===== src/hw/memBusPkg.sv =====
package memBusPkg;

  // width of one memory beat, same as the pipeline word
  localparam int beatWidth = 64;

  // beats in one line burst
  localparam int beatsPerLine = 4;

  // request opcode from the load/store stage
  typedef enum logic {
    opLoad  = 1'b0,
    opStore = 1'b1
  } reqOp_e;

endpackage


===== src/hw/cachePkg.sv =====
package cachePkg;

  // byte address seen by the pipeline
  localparam int addrWidth = 32;

  // byte offset inside one line
  localparam int offsetWidth = 5;

  // one line is 32 bytes
  localparam int lineWidth = 256;

  // set associativity
  localparam int numWays = 2;

  // controller states
  // writeBack is only entered when the chosen victim is dirty
  typedef enum logic [2:0] {
    idle      = 3'd0,
    lookup    = 3'd1,
    writeBack = 3'd2,
    missReq   = 3'd3,
    refill    = 3'd4,
    replace   = 3'd5
  } ctrlState_e;

endpackage

===== src/hw/refillBuffer.sv =====
`timescale 1ns/1ns

module refillBuffer (
  input  logic                              clk,
  input  logic                              rst_n,
  input  logic                              beatValid_i,
  input  logic [memBusPkg::beatWidth-1:0]   beatData_i,
  input  logic                              beatLast_i,
  output logic [cachePkg::lineWidth-1:0]    refillLine_o
);

  localparam int cntWidth = $clog2(memBusPkg::beatsPerLine);

  logic [cntWidth-1:0]              beatCnt;
  logic [cachePkg::lineWidth-1:0]   lineQ;

  // beat slot counter, wraps after the last beat of a burst
  always_ff @(posedge clk or negedge rst_n) begin
    if (!rst_n) begin
      beatCnt <= '0;
    end else if (beatValid_i) begin
      if (beatLast_i) begin
        beatCnt <= '0;
      end else begin
        beatCnt <= beatCnt + 1'b1;
      end
    end
  end

  // beats arrive in address order
  always_ff @(posedge clk) begin
    if (beatValid_i) begin
      lineQ[beatCnt * memBusPkg::beatWidth +: memBusPkg::beatWidth] <= beatData_i;
    end
  end

  assign refillLine_o = lineQ;

endmodule


===== config.mk =====
export PLATFORM = sky130hd
export DESIGN_NAME = refillBuffer
export DESIGN_NICKNAME = d
export VERILOG_FILES = /design/src/hw/memBusPkg.sv /design/src/hw/cachePkg.sv /design/src/hw/refillBuffer.sv
export SDC_FILE = /design/constraint.sdc
export NUM_CORES = 1
export LEC_CHECK = 0
export BUFFER_PORTS_ARGS = -buffer_cell sky130_fd_sc_hd__buf_2
export CAP_MARGIN = 15
export CELL_PAD_IN_SITES_DETAIL_PLACEMENT = 0
export CELL_PAD_IN_SITES_GLOBAL_PLACEMENT = 2
export CORE_MARGIN = 4
export CORE_UTILIZATION = 37
export CTS_CLUSTER_SIZE = 8
export DETAILED_ROUTE_END_ITERATION = 16
export PLACE_DENSITY_LB_ADDON = 0.1
export SYNTH_ARGS = -nofsm -noshare
export SYNTH_HDL_FRONTEND = slang
export SYNTH_SLANG_ARGS = --single-unit
export TNS_END_PERCENT = 10

===== constraint.sdc =====
create_clock -name clk -period 5.6 [get_ports clk]
set_input_delay 1.4 -clock clk [delete_from_list [all_inputs] [get_ports clk]]
set_output_delay 1.4 -clock clk [all_outputs]
set_load 0.1 [all_outputs]

==> impl_metrics.py <==
metrics = {
    "status": {
        "status": "complete, no violations",
    },
    "global_routing": {
        "antenna_found_initial": 1,
        "grt_pass1_vias": 6095,
        "grt_overflow": 0,
        "grt_max_degree": 69,
        "grt_usage_pct": 17.5,
        "grt_pass1_wl_um": 38300,
    },
    "sta": {
        "setup_viol": 0,
        "whs_ns": 0.669,
        "slew_headroom_pct": 29.3,
        "finalSetupTns_ns": 0,
        "fin_crit_ns": 2.74,
        "fmax_ghz": 0.365,
        "rsz0062_at_grt": "no",
        "slew_violations": 0,
        "hold_viol": 0,
        "finalCritPeriodShare_pct": 49.0,
        "setup_ws_ns": 2.86,
        "fin_worst_skew_ns": 0.00804,
        "worst_pin_slew_ns": 1.06,
    },
    "cells_and_area": {
        "fin_cells": 1248,
        "area_growth_pct": 30.1,
        "nets": 978,
        "register_area_um2": 7740,
        "final_area_um2": 12800,
        "multi_input_area_um2": 1860,
        "n_fill_cell": 2330,
        "diodes": 0,
        "drive_gt1_share_pct": 45.9,
        "final_cell_mix": "buf_2 (323), edfxtp_1 (256), and3_1 (125)",
        "layout_commonest_cell": "buf_2",
        "postLayoutCoreUtil_pct": 49.0,
    },
    "critical_path": {
        "crit_fanout": 1,
        "start_kind": "flop",
        "cpMaxStageDelayCell": "buf_2",
        "reg2reg_depth": 4,
        "path_depth": 1,
        "path_buf_inv": 1,
        "setup.worst_path.class": "flop to output port",
        "cp_cell_sequence": "buf_2",
        "cp.required_ns": 4.20,
        "endpoint_kind": "output port",
        "slowest_delay_ns": 0.45,
        "arrival_ns": 1.34,
        "critical-path-top-delay-family": "buffers and inverters",
    },
    "floorplan": {
        "dieWidth_um": 171,
        "dieHeight_um": 171,
        "coreArea_um2": 26100,
        "start_util_pct": 37.6,
        "ios": 324,
        "num_rows": 59,
        "die_area_um2": 29200,
    },
    "detailed_routing": {
        "wl_um": 26700,
        "num_vias": 5989,
        "drt_first_pass_iters": 4,
        "drt_iter0_markers": 326,
        "drc": 0,
        "antenna_left": 0,
        "wl_per_cell_um": 21.4,
        "via_per_inst": 4.80,
    },
    "synth": {
        "syn_nets": 649,
        "ys_seq_area_share_pct": 78.9,
        "ys_warn_count": 0,
        "ys_types": 22,
        "synth_seq_cells": 258,
        "netlist_area_um2": 9810,
        "postSynthAreaPerCell_um2": 17.0,
        "synthesis.instances": 576,
    },
    "place": {
        "globalplace.congestion": 0.767,
        "dp_hpwl_um": 17300,
        "dp.cells": 1199,
        "dp_slack_ns": 2.61,
        "postPlaceCellArea_um2": 11700,
        "io_buffers": 323,
    },
    "pwr": {
        "fin_total_pwr_mw": 5.47,
        "peakVddDrop_uv": 210,
        "p_leak_nw": 5.69,
        "powerDensity_nw_per_um2": 429,
    },
    "run": {
        "cap_violations": 0,
    },
    "clocking": {
        "cts_tree": "yes",
        "htree_num_levels": 2,
        "hold_buffers": 0,
        "clockBufferDepth": 3,
        "cts.sinks": 258,
        "clkTransAtPathRegs_ns": 0.05,
        "clk_latency_ns": 0.50,
        "postCtsResizedCells": 0,
        "post_cts_buffers": 0,
        "cts_buffers": 38,
        "root_buffer": "clkbuf_16",
    },
    "worst_hold_path": {
        "holdPathStages": 2,
        "min_path_type": "flop to flop",
    },
}
-- cells in the mapped netlist --
library cell | count | area share, %
clkbuf_1 | 13 | 0.50
ha_1 | 5 | 0.64
inv_1 | 2 | 0.077
buf_2 | 7 | 0.36
nor2_1 | 2 | 0.077
o21ai_0 | 1 | 0.051
and3b_1 | 4 | 0.36
and3_1 | 125 | 8.0
or3b_2 | 1 | 0.089
clkbuf_2 | 12 | 0.61
and2b_2 | 2 | 0.18
o22ai_1 | 1 | 0.064
nor2b_1 | 1 | 0.064
and4bb_1 | 1 | 0.13
buf_6 | 6 | 0.69
buf_4 | 2 | 0.15
and2_2 | 37 | 2.8
edfxtp_1 | 256 | 78
nand2_1 | 1 | 0.038
nor4b_4 | 1 | 0.24
dfrtp_1 | 2 | 0.51
and2_1 | 94 | 6.0
-- final cells by class --
class | count | area share, %
clock buffer | 47 | 8.22
clock inverter | 1 | 0.0589
inverter | 2 | 0.0589
multi-input combinational | 276 | 14.6
sequential | 258 | 60.7
tap | 335 | 3.29
timing repair buffer | 329 | 13.1
-- worst paths after layout --
| path | from | endpoint | slack [ns] |
|---|---|---|---|
| max in group asynchronous | rst_n | beatCnt[0] | 4.81 |
| setup / recovery | refillLine_o[85] | refillLine_o[85] | 2.86 |
| setup reg to reg | beatCnt[0] | refillLine_o[89] | 2.99 |
| hold reg to reg | beatCnt[1] | beatCnt[1] | 0.67 |
| min in group asynchronous | rst_n | beatCnt[1] | 0.69 |
| hold / removal | beatCnt[1] | beatCnt[1] | 0.67 |
-- where the power goes --
part           switching [mW]  leakage [nW]  internal [mW]  total, mW
Combinational           0.980          2.66          0.155       1.13
Clock                   0.753         0.512           1.29       2.04
Sequential             0.0331          2.52           2.26       2.30
Total                    1.77          5.69           3.71       5.47
-- cells by family after synthesis --
group / after synthesis / share of synthesized area (%)
flip-flops: 258 / 78.9
adder cells (fa/ha/maj): 5 / 0.638
AO/OA/AOI/OAI: 2 / 0.115
AND/OR/NAND/NOR: 269 / 18.0
buffers and inverters: 42 / 2.39
-- state kept, by name, summed over array words and instances (netlist names) --
signal	flops
refillLine_o	256
beatCnt	2
-- layer usage --
layer | GRT usage [%] | wire length (um) | vias to the layer above
met4 | 5.65 | 623 | 2
li1 | - | - | 2754
met2 | 30.3 | 13400 | 256
met1 | 21.2 | 10300 | 2935
met5 | 0 | 13 | -
met3 | 5.01 | 2430 | 42
Power figures use the tool's default switching activity.
