`config.mk`:
```
export PLATFORM = sky130hd
export DESIGN_NAME = tagStore
export DESIGN_NICKNAME = d
export VERILOG_FILES = /design/src/hw/cachePkg.sv /design/src/hw/tagStore.sv
export SDC_FILE = /design/constraint.sdc
export NUM_CORES = 2
export LEC_CHECK = 0
export ABC_CLOCK_PERIOD_IN_PS = 6760
export BUFFER_PORTS_ARGS = -buffer_cell sky130_fd_sc_hd__buf_4
export CAP_MARGIN = 10
export CORE_MARGIN = 2
export CORE_UTILIZATION = 40
export DETAILED_ROUTE_END_ITERATION = 16
export RECOVER_POWER = 50
export SLEW_MARGIN = 25
export SYNTH_ARGS = -nofsm -noshare
export SYNTH_HDL_FRONTEND = slang
export SYNTH_SLANG_ARGS = --single-unit
```
`constraint.sdc`:
```
create_clock -name clk -period 6.76 [get_ports clk]
set_clock_uncertainty 0.1 [all_clocks]
set_input_delay 1.014 -clock clk [delete_from_list [all_inputs] [get_ports clk]]
set_output_delay 1.014 -clock clk [all_outputs]
set_load 0.005 [all_outputs]
```
`src/hw/cachePkg.sv`:
```
package cachePkg;

  // byte address seen by the pipeline
  localparam int addrWidth = 32;

  // byte offset inside one line
  localparam int offsetWidth = 5;

  // one line is 32 bytes
  localparam int lineWidth = 256;

  // set associativity
  localparam int numWays = 2;

  // controller states
  // writeBack is only entered when the chosen victim is dirty
  typedef enum logic [2:0] {
    idle      = 3'd0,
    lookup    = 3'd1,
    writeBack = 3'd2,
    missReq   = 3'd3,
    refill    = 3'd4,
    replace   = 3'd5
  } ctrlState_e;

endpackage
```
`src/hw/tagStore.sv`:
```
`timescale 1ns/1ns

module tagStore #(
  parameter int numSets = 64
) (
  input  logic                          clk,
  input  logic                          rst_n,
  input  logic                          lookupEn_i,
  input  logic [$clog2(numSets)-1:0]    index_i,
  input  logic [cachePkg::addrWidth-cachePkg::offsetWidth-$clog2(numSets)-1:0] tag_i,
  input  logic                          storeHit_i,
  input  logic                          refillWrite_i,
  output logic                          hit_o,
  output logic                          hitWay_o,
  output logic                          victimWay_o,
  output logic                          victimDirty_o,
  output logic [cachePkg::addrWidth-cachePkg::offsetWidth-$clog2(numSets)-1:0] victimTag_o
);

  localparam int indexWidth = $clog2(numSets);
  localparam int tagWidth   = cachePkg::addrWidth - cachePkg::offsetWidth - indexWidth;

  logic [tagWidth-1:0]                           tagMem [cachePkg::numWays][numSets];
  logic [cachePkg::numWays-1:0][numSets-1:0]     validQ;
  logic [cachePkg::numWays-1:0][numSets-1:0]     dirtyQ;
  logic [numSets-1:0]                            rrQ;
  logic [indexWidth-1:0]                         idxQ;
  logic [cachePkg::numWays-1:0]                  wayHit;

  // registered index, outputs follow one cycle after the request
  always_ff @(posedge clk or negedge rst_n) begin
    if (!rst_n) begin
      idxQ <= '0;
    end else if (lookupEn_i) begin
      idxQ <= index_i;
    end
  end

  always_comb begin
    for (int w = 0; w < cachePkg::numWays; w++) begin
      wayHit[w] = validQ[w][idxQ] && (tagMem[w][idxQ] == tag_i);
    end
  end

  assign hit_o    = |wayHit;
  assign hitWay_o = wayHit[1];

  // invalid way first, else the round-robin pointer
  always_comb begin
    if (!validQ[0][idxQ]) begin
      victimWay_o = 1'b0;
    end else if (!validQ[1][idxQ]) begin
      victimWay_o = 1'b1;
    end else begin
      victimWay_o = rrQ[idxQ];
    end
  end

  assign victimDirty_o = validQ[victimWay_o][idxQ] && dirtyQ[victimWay_o][idxQ];
  assign victimTag_o   = tagMem[victimWay_o][idxQ];

  always_ff @(posedge clk) begin
    if (refillWrite_i) begin
      tagMem[victimWay_o][index_i] <= tag_i;
    end
  end

  always_ff @(posedge clk or negedge rst_n) begin
    if (!rst_n) begin
      validQ <= '0;
      dirtyQ <= '0;
      rrQ    <= '0;
    end else if (refillWrite_i) begin
      validQ[victimWay_o][index_i] <= 1'b1;
      dirtyQ[victimWay_o][index_i] <= 1'b0;
      // Pointer moves away from the way just filled.
      rrQ[index_i] <= ~rrQ[index_i];
    end else if (storeHit_i) begin
      dirtyQ[hitWay_o][index_i] <= 1'b1;
    end
  end

endmodule

```
==> results.txt <==
The via total after detailed routing is 89400. The final-layout worst hold slack came out at 321 ps. The area of the core is 347000 µm². The die height came out at 595 µm. Compared with the post-synthesis result, the final layout area differs by 15.7%.

Setup repair after global routing could not meet its margin everywhere. The required time of the critical path is 5650 ps. The path with the worst hold slack has its endpoint at idxQ[1].

The total leakage power is 52.9 nW. The cell depth of the worst flop-to-flop path came out at 17. Counting flops with an async set or reset pin after synthesis yields a share of 0.108. The vias per cell is 6.89. The slack of the critical path came out at -96.8 ps. The worst-skew pair later-pin latency is 920 ps. The total die area came out at 354000 µm².

The clock drives 3014 sinks. The overall fraction of global-route tracks in use came out at 0.299. The number of register bits inferred by synthesis came out at 3014. Fill cells in the final layout number 29000. The largest driver fanout on the critical path came out at 10.

In this run the remaining antenna-violating nets after routing total 0. The count of maximum capacitance violations came out at 41. For this run, the leading register cell type out of synthesis is edfxtp_1. The number of port buffers is 56. In this run the critical register-to-register path is captured at dirtyQ[17]. The pin count of the biggest net entering global routing came out at 162. Buffers inserted during clock tree synthesis total 319. Summed over all layers, the global routing overflow is 0. The startpoint kind of the worst setup timing path is a flop. For this run, the detailed router's first-pass iteration total came to 6. The gate count after technology mapping came out at 7684. After the first detailed-routing iteration, the DRC count stood at 14800. Counting every net in the synthesized netlist gives 7716. The number of nets in the layout came out at 8143. The startpoint of the most critical hold path is lookupEn_i.

The worst min-delay path category is input pin to flop. The checks that failed: capacitance limit, slew limit, setup timing. The area of all sequential standard cells came out at 88900 µm². The worst max-slew margin expressed relative to the limit is -2.42. The quantity of hold-fixing buffers added after cts came out at 0. Wires add up to 542000 µm. Summed over all nets, the half-perimeter wirelength after detailed placement is 342000 µm.

The number of synthesized flops with an enable pin is 2688. The synthesized cell area is 140000 µm². Across all register-to-register paths, the minimum setup slack is 680 ps. For this design the ratio of total power to cell area is 290 nW/µm². The number of hold violations in the final report came out at 0. The signal arrival time at the worst endpoint is 5740 ps.

The wire length of the first global-routing pass came out at 732000 µm. Synthesis instantiated 81 different standard cells from the library. The number of synthesis warnings is 0. The final critical-path required period came out at 6860 ps.

TritonCTS built the clock tree. The remaining routing DRC violations came out at 0. The width of the die is 595 µm. STA classifies the critical path endpoint as an output pin. The number of antenna violations at the first check in global routing is 69.

The placer's final routability congestion estimate is 0.949. The largest buffer count on any clock path came out at 4. The maximum frequency from static timing analysis is 146 MHz. The part of the Yosys area used for sequential elements is 0.636. The mean post-synth cell area came out at 18.2 µm². The initialized floorplan defines 216 standard-cell rows.

The clock-pin slew on the worst setup and hold paths is 60 ps. Dividing the final minimum period by the clock period gives 1.01. The routed length per instance is 41.8 µm. The final number of max-transition violations came out at 2775. The post-detailed-placement cell area came out at 149000 µm². The via count of the first global-routing pass came to 86700. With fillers left out, the area of the finished cells amounts to 162000 µm². The number of H-tree levels came out at 5.

The number of placed I/O pins is 57. The fraction of final layout cells sized beyond drive strength 1 came out at 0.350. The clock root buffer master is clkbuf_16. In the final layout, the multi-input gates occupy 49300 µm². IR analysis of the VDD net gives a maximum drop of 0.225 mV. The final count of negative-setup-slack endpoints is 4. By startpoint and endpoint, the worst setup path is classified as flop to output pin. The final-layout setup total negative slack is -173 ps. The initial utilization of the core area, before any placement, comes to 0.403. The cell count of the worst hold path is 2. The worst register-to-register path begins at idxQ[0].

The run finished, with violations left. The transition time of the tightest slew-check pin is 5140 ps.
-- cell usage after synthesis, types with 56 or more instances --
library cell / number / area, µm²
nor3_1: 74 / 370
clkbuf_1: 223 / 837
nand4_1: 56 / 350
buf_2: 243 / 1220
edfxtp_1: 2688 / 80700
o21ai_0: 208 / 1040
dfrtp_1: 326 / 8160
buf_1: 58 / 218
a31oi_1: 77 / 482
nand3_1: 154 / 771
o22ai_1: 104 / 651
a21oi_1: 149 / 746
mux4_2: 1434 / 32300
or2_2: 119 / 744
nand2_1: 546 / 2050
a22oi_1: 112 / 841
nor2_1: 290 / 1090
mux2i_1: 220 / 2200
-- layout by cell type (no fill, tap or decap), types with 17 or more instances in the layout --
cell type  count
or4_1         17
nor3_1        41
a32oi_1       24
clkinv_1      62
edfxtp_1    2688
o211ai_1      19
buf_4        482
o21ai_0      206
clkbuf_1     104
nand4_1       56
clkinv_2      48
or2_2        120
buf_16        27
buf_6         24
o31ai_1       28
bufinv_16     32
inv_1         29
nor2_4        97
o22ai_1      101
xnor2_1       25
nor3_2        29
buf_12        79
mux2_2        42
nor2_1       178
a21oi_1      144
clkbuf_16    341
diode_2       38
a22oi_1      107
mux4_2      1434
dfrtp_1      320
nand2b_1      29
nand2_1      542
nor4_1        21
mux2i_1      219
a211oi_1      25
a31oi_1       74
and3_1        24
nand3_1      152
-- cells by family (layout without fill, tap and decap cells) --
family,count (synthesis),after routing,share of synthesized area
other cells,0,38,0
xor+xnor,42,42,0.00263
flops,3014,3014,0.636
buf+inv,617,1292,0.0206
simple gates,1407,1407,0.0468
mux,1696,1696,0.250
compound gates,908,908,0.0431
-- report_power, final --
part	switching, mW	leakage [nW]	internal, mW	total [mW]
Sequential	0.258	28.5	20.6	20.9
Clock	7.54	5.02	10.2	17.8
Combinational	4.89	19.4	3.39	8.28
Total	12.7	52.9	34.2	46.9
-- sequential cells by signal (all words and copies together) (netlist names) --
| name | count |
|---|---|
| dirtyQ | 128 |
| idxQ | 6 |
| validQ | 128 |
| rrQ | 64 |
| tagMem | 2688 |
-- worst max-delay path: stages, from the launching register on --
cell and delay (ps):
dfrtp_4 450, buf_12 170, buf_6 190, mux2_2 350, a222oi_1 390, nand2_1 190
a31oi_4 270, o32ai_4 140, nand2_8 190, buf_16 180, buf_12 130, mux2i_1 70
a22o_1 240, a211oi_2 210, nand4_1 630, a311oi_4 750, buf_4 210, buf_6 80
-- layout make-up --
cell class / instances / area share
inverters: 38 / 0.00117
multi-input cells: 4053 / 0.305
repair inverters: 1 / 0.0000542
repair buffers: 684 / 0.0434
clock inverters: 172 / 0.0107
diodes: 38 / 0.000589
clock buffers: 397 / 0.0531
well taps: 4578 / 0.0355
flip-flops and latches: 3014 / 0.550
-- worst max path at each step --
stage	startpoint	endpoint
3_5_place_dp	idxQ[3]	victimTag_o[12]
3_3_place_gp	idxQ[3]	victimTag_o[12]
6_report	idxQ[0]	victimTag_o[0]
4_1_cts	idxQ[0]	victimTag_o[0]
2_1_floorplan	idxQ[0]	tagMem[1][315]
5_1_grt	idxQ[0]	victimTag_o[0]
-- stage by stage --
| step | power [mW] | util | setup slack (ps) | cells |
|---|---|---|---|---|
| after detailed placement | 28.8 | 0.430 | -41.8 | 12300 |
| after floorplan | 25.4 | - | 1330 | 7684 |
| after global placement | 28.8 | 0.430 | -366 | 12300 |
| final | 46.9 | 0.466 | -96.8 | 13000 |
| after global routing | 48.0 | 0.466 | -181 | 13000 |
| after CTS | 46.6 | 0.463 | -56.3 | 12900 |
-- metal layers --
| metal | up-vias | share of wire | GRT usage |
|---|---|---|---|
| li1 | 33300 | - | - |
| met1 | 47500 | 0.35 | 0.386 |
| met2 | 7199 | 0.45 | 0.452 |
| met3 | 1449 | 0.14 | 0.0961 |
| met4 | 44 | 0.062 | 0.159 |
| met5 | - | 0.0011 | 0.00649 |
-- timing repair --
| item | in CTS | in global routing |
|---|---|---|
| pin swaps | 10 | 18 |
| resized for setup | 78 | 85 |
| cloned | 8 | 13 |
| endpoints found under the setup margin | 24 | 24 |
| setup buffers | 27 | 31 |
| endpoints found under the hold margin | 0 | 0 |
Note: power is estimated with default switching activity, not from simulation.
