<file path="config.mk">
export PLATFORM = sky130hd
export DESIGN_NAME = cacheCtrl
export DESIGN_NICKNAME = d
export VERILOG_FILES = /design/src/hw/memBusPkg.sv /design/src/hw/cachePkg.sv /design/src/hw/cacheCtrl.sv
export SDC_FILE = /design/constraint.sdc
export NUM_CORES = 1
export LEC_CHECK = 0
export BUFFER_PORTS_ARGS = -buffer_cell sky130_fd_sc_hd__buf_2
export CORE_AREA = 2 2 120 122
export CTS_CLUSTER_SIZE = 28
export DETAILED_ROUTE_END_ITERATION = 12
export DIE_AREA = 0 0 122 124
export PLACE_DENSITY_LB_ADDON = 0.1
export SLEW_MARGIN = 20
export SYNTH_ARGS = -nofsm -noshare
export SYNTH_HDL_FRONTEND = slang
export SYNTH_SLANG_ARGS = --single-unit
</file>
<file path="constraint.sdc">
create_clock -name clk -period 5.03 [get_ports clk]
set_input_delay 1.006 -clock clk [delete_from_list [all_inputs] [get_ports clk]]
set_output_delay 1.006 -clock clk [all_outputs]
set_load 0.01 [all_outputs]
</file>
<file path="src/hw/memBusPkg.sv">
package memBusPkg;

  // width of one memory beat, same as the pipeline word
  localparam int beatWidth = 64;

  // beats in one line burst
  localparam int beatsPerLine = 4;

  // request opcode from the load/store stage
  typedef enum logic {
    opLoad  = 1'b0,
    opStore = 1'b1
  } reqOp_e;

endpackage

</file>
<file path="src/hw/cachePkg.sv">
package cachePkg;

  // byte address seen by the pipeline
  localparam int addrWidth = 32;

  // byte offset inside one line
  localparam int offsetWidth = 5;

  // one line is 32 bytes
  localparam int lineWidth = 256;

  // set associativity
  localparam int numWays = 2;

  // controller states
  // writeBack is only entered when the chosen victim is dirty
  typedef enum logic [2:0] {
    idle      = 3'd0,
    lookup    = 3'd1,
    writeBack = 3'd2,
    missReq   = 3'd3,
    refill    = 3'd4,
    replace   = 3'd5
  } ctrlState_e;

endpackage
</file>
<file path="src/hw/cacheCtrl.sv">
`timescale 1ns/1ns

module cacheCtrl #(
  parameter int numSets = 64
) (
  input  logic                                        clk,
  input  logic                                        rst_n,
  input  logic                                        reqValid_i,
  input  memBusPkg::reqOp_e                           reqOp_i,
  input  logic [cachePkg::addrWidth-1:0]              reqAddr_i,
  input  logic [memBusPkg::beatWidth-1:0]             wrData_i,
  input  logic [7:0]                                  wrMask_i,
  input  logic                                        rdReqReady_i,
  input  logic                                        rdBeatLast_i,
  input  logic                                        wrReqReady_i,
  input  logic                                        hit_i,
  input  logic                                        victimDirty_i,
  input  logic [cachePkg::addrWidth-cachePkg::offsetWidth-$clog2(numSets)-1:0] victimTag_i,
  output logic                                        reqReady_o,
  output logic                                        respValid_o,
  output logic                                        rdReqValid_o,
  output logic [cachePkg::addrWidth-1:0]              rdAddr_o,
  output logic                                        wrReqValid_o,
  output logic [cachePkg::addrWidth-1:0]              wrAddr_o,
  output logic                                        lookupEn_o,
  output logic                                        storeHit_o,
  output logic                                        refillWrite_o,
  output logic [$clog2(numSets)-1:0]                  reqIndex_o,
  output logic [cachePkg::addrWidth-cachePkg::offsetWidth-$clog2(numSets)-1:0] reqTag_o,
  output logic [cachePkg::offsetWidth-1:0]            reqOffset_o,
  output logic [memBusPkg::beatWidth-1:0]             storeData_o,
  output logic [7:0]                                  storeMask_o
);

  localparam int indexWidth = $clog2(numSets);
  localparam int indexLsb   = cachePkg::offsetWidth;
  localparam int tagLsb     = cachePkg::offsetWidth + indexWidth;

  cachePkg::ctrlState_e             stateQ;
  cachePkg::ctrlState_e             stateD;
  memBusPkg::reqOp_e                reqOpQ;
  logic [cachePkg::addrWidth-1:0]   reqAddrQ;
  logic [memBusPkg::beatWidth-1:0]  wrDataQ;
  logic [7:0]                       wrMaskQ;
  logic                             inLookup;
  logic                             loadHit;
  logic                             accept;

  assign inLookup = (stateQ == cachePkg::lookup);
  assign loadHit  = inLookup && hit_i && (reqOpQ == memBusPkg::opLoad);

  // a load hit frees the slot in its own response cycle
  assign reqReady_o = (stateQ == cachePkg::idle) || loadHit;
  assign accept     = reqValid_i && reqReady_o;

  assign respValid_o   = inLookup && hit_i;
  assign storeHit_o    = inLookup && hit_i && (reqOpQ == memBusPkg::opStore);
  assign refillWrite_o = (stateQ == cachePkg::replace);
  assign lookupEn_o    = accept;
  assign rdReqValid_o  = (stateQ == cachePkg::missReq);
  assign wrReqValid_o  = (stateQ == cachePkg::writeBack);

  // the stores read with the incoming index in the accept cycle
  assign reqIndex_o  = accept ? reqAddr_i[tagLsb-1:indexLsb] : reqAddrQ[tagLsb-1:indexLsb];
  assign reqTag_o    = reqAddrQ[cachePkg::addrWidth-1:tagLsb];
  assign reqOffset_o = reqAddrQ[cachePkg::offsetWidth-1:0];
  assign storeData_o = wrDataQ;
  assign storeMask_o = wrMaskQ;

  // line-aligned miss and victim addresses
  assign rdAddr_o = {reqAddrQ[cachePkg::addrWidth-1:indexLsb], {cachePkg::offsetWidth{1'b0}}};
  assign wrAddr_o = {victimTag_i, reqAddrQ[tagLsb-1:indexLsb], {cachePkg::offsetWidth{1'b0}}};

  always_ff @(posedge clk or negedge rst_n) begin
    if (!rst_n) begin
      stateQ <= cachePkg::idle;
    end else begin
      stateQ <= stateD;
    end
  end

  // request latch
  always_ff @(posedge clk) begin
    if (accept) begin
      reqOpQ   <= reqOp_i;
      reqAddrQ <= reqAddr_i;
      wrDataQ  <= wrData_i;
      wrMaskQ  <= wrMask_i;
    end
  end

  always_comb begin
    stateD = stateQ;
    case (stateQ)
      cachePkg::idle: begin
        if (reqValid_i) begin
          stateD = cachePkg::lookup;
        end
      end
      cachePkg::lookup: begin
        if (hit_i) begin
          // back-to-back loads stay in lookup
          stateD = (loadHit && reqValid_i) ? cachePkg::lookup : cachePkg::idle;
        end else if (victimDirty_i) begin
          stateD = cachePkg::writeBack;
        end else begin
          stateD = cachePkg::missReq;
        end
      end
      cachePkg::writeBack: begin
        if (wrReqReady_i) begin
          stateD = cachePkg::missReq;
        end
      end
      cachePkg::missReq: begin
        if (rdReqReady_i) begin
          stateD = cachePkg::refill;
        end
      end
      cachePkg::refill: begin
        if (rdBeatLast_i) begin
          stateD = cachePkg::replace;
        end
      end
      cachePkg::replace: begin
        // re-run the lookup on the freshly written line
        stateD = cachePkg::lookup;
      end
      default: begin
        stateD = cachePkg::idle;
      end
    endcase
  end

endmodule

</file>
==> impl_metrics.csv <==
group,metric,value,unit
cts,cts_setup_buffers,0,
setup_path,r2r_start,"reqOpQ",
cts,cts_buffers,9,
timing,fin_setup_tns,0,ps
synthesis,yosys_register_bits,108,
timing,post-route-period-util,0.719,
timing,min_period,3610,ps
min_path,min-delay-path-class,"in2async",
timing,worst_slew_pin_slew,817,ps
synthesis,yosys_warnings,0,
die,die_h,124,µm
cts,path_clk_slew,60,ps
placement,gp_congestion,0.762,
route,routed_wl,9.32,mm
layout,antennaDiodeCount,0,
global_route,grt_pass1_wl,12.8,mm
route,antenna_left,0,
placement,portBuffers,256,
route,drt_iter0_drc,90,
route,drt_pass1_iterations,4,
synthesis,synth_compound_gate_area_share,0.0171,
synthesis,synth.top_cell.area_share,0.800,
setup_path,startpoint_type,"input port",
synthesis,syn_area,3940,µm²
synthesis,muxShareOfSynthArea,0.0228,
synthesis,synth.distinct_cells,26,
synthesis,synthTopCellsByArea,"edfxtp_1, buf_4, mux2_4",
layout,drive_above_1_share,0.658,
global_route,grt_util_all_layers,0.117,
power_and_ir_drop,ir_worst_vdd,0.213,mV
layout,layout_common_cells,"buf_2, edfxtp_1, conb_1",
cts,cts_num_sinks,108,
timing,setup_viol,0,
cts,cts_tree,"done",
synthesis,ys_seq_area_frac,0.819,
synthesis,synthCells,203,
global_route,grt_pass1_vias,2378,
placement,post_dp_cell_area,5040,µm²
synthesis,synthAdderAreaFrac,0,
timing,skew,7.64,ps
cts,holdBufCountCts,0,
timing,hold_ws,461,ps
timing,max_freq,277,MHz
setup_path,path_max_fanout,43,
die,start_util,0.287,
die,num_rows,43,
setup_path,r2r_setup_slack,2150,ps
global_route,antenna_found_initial,0,
power_and_ir_drop,leakagePower,2.35,nW
power_and_ir_drop,power,2.75,mW
layout,syn2layout_area_growth,35.8,%
route,drt-wirelength-per-cell,15.4,µm
synthesis,synth_area_per_cell,19.4,µm²
run_status,status,"completed",
setup_path,reg2reg_to,"storeData_o[37]",
placement,hpwl,7.22,mm
timing,final_max_slew_viol_count,0,
die,fp.coreArea,13700,µm²
power_and_ir_drop,power_density,514,nW/µm²
synthesis,synthSimpleGateAreaFrac,0.0203,
layout,num-nets-final,553,
route,vias,2443,
route,drc,0,
global_route,grt_overflow,0,
global_route,grt_start_max_net_pins,65,
layout,post-route-cell-area,5350,µm²
cts,htree_levels,3,
die,die_area,15100,µm²
synthesis,synth_top_family_by_area,"buffers and inverters",
die,die_x,122,µm
synthesis,synthXorXnorAreaFrac,0,
run,cap_violations,0,
cts,ctsResizeCount,0,
setup_path,cp_data_arrival_time,2610,ps
timing,maxSlewHeadroom,0.455,
synthesis,synth_top_area_cell,"edfxtp_1",
layout,final_common_cell,"buf_2",
setup_path,critPathRequiredTime,4020,ps
cts,clk_latency,340,ps
die,num_io_pins,309,
cts,clockBufferDepth,2,
timing,rsz0062_at_grt,"false",
timing,hold_viol,0,
cts,clockRootBuffer,"clkbuf_16",
setup_path,cp-end-kind,"primary output",
route,vias_per_cell,4.04,
setup_path,crit_type,"in2out",
layout,fin_util,0.390,
setup_path,r2r_cells,4,
how the worst max path moves through the flow:
stage,from,end,slack (ps)
final,hit_i,lookupEn_o,1420
after detailed placement,hit_i,lookupEn_o,1370
after floorplan,hit_i,lookupEn_o,290
after CTS,hit_i,lookupEn_o,1370
after global placement,hit_i,lookupEn_o,1410
after global routing,hit_i,lookupEn_o,1250
critical path: stages:
cell and delay [ps]:
buf_2 110, nand2b_1 90, a2111o_1 640, inv_4 510
buf_2 240
area by class of cell:
| type | count | area, µm² |
|---|---|---|
| Tap cell | 180 | 225 |
| Fill cell | 1322 | 8370 |
| Timing Repair Buffer | 257 | 1290 |
| Sequential cell | 108 | 3230 |
| Clock buffer | 10 | 229 |
| Clock inverter | 6 | 86.3 |
| Inverter | 5 | 21.3 |
| Multi-Input combinational cell | 38 | 275 |
per-layer routing:
layer	part of all wire	track usage	routed length, µm
met2	0.50	0.195	4700
met5	0	0	0
met4	0.027	0.0690	254
met1	0.33	0.114	3080
met3	0.14	0.0655	1280
through the flow:
| stage | setup slack, ps | std cells |
|---|---|---|
| floorplan | 288 | 212 |
| global placement | 1410 | 588 |
| detailed placement | 1370 | 588 |
| CTS | 1370 | 604 |
| global route | 1250 | 604 |
| finish | 1420 | 604 |
logic make-up (layout without fill, tap and decap cells):
kind of cell	count (synthesis)	after routing
flops	108	108
buf+inv	66	278
simple gates	14	14
compound gates	8	8
mux	6	6
other cells	1	10
flip-flops by register name (all words and copies together), names as in the netlist:
name / count
stateQ: 3
reqOpQ: 1
storeMask_o: 8
reqAddrQ: 32
storeData_o: 64
synth_stat cells (all sizes together):
library cell / instances
mux2: 6
buf: 59
nor2b: 1
a22oi: 1
o221ai: 1
and3b: 2
a41oi: 1
nand2b: 2
inv: 5
nor3: 1
a2111o: 1
dfrtp: 3
conb: 1
nand2: 2
and2: 1
clkbuf: 2
edfxtp: 105
and3: 1
a32o: 1
nor4: 1
o22ai: 1
a211oi: 1
o31ai: 1
nor2: 3
where the power goes:
part | total [mW] | switching (mW) | internal (mW)
Sequential | 1.33 | 0.0795 | 1.25
Combinational | 0.677 | 0.416 | 0.262
Clock | 0.743 | 0.306 | 0.438
No activity file was read; power rests on OpenSTA's default activity.
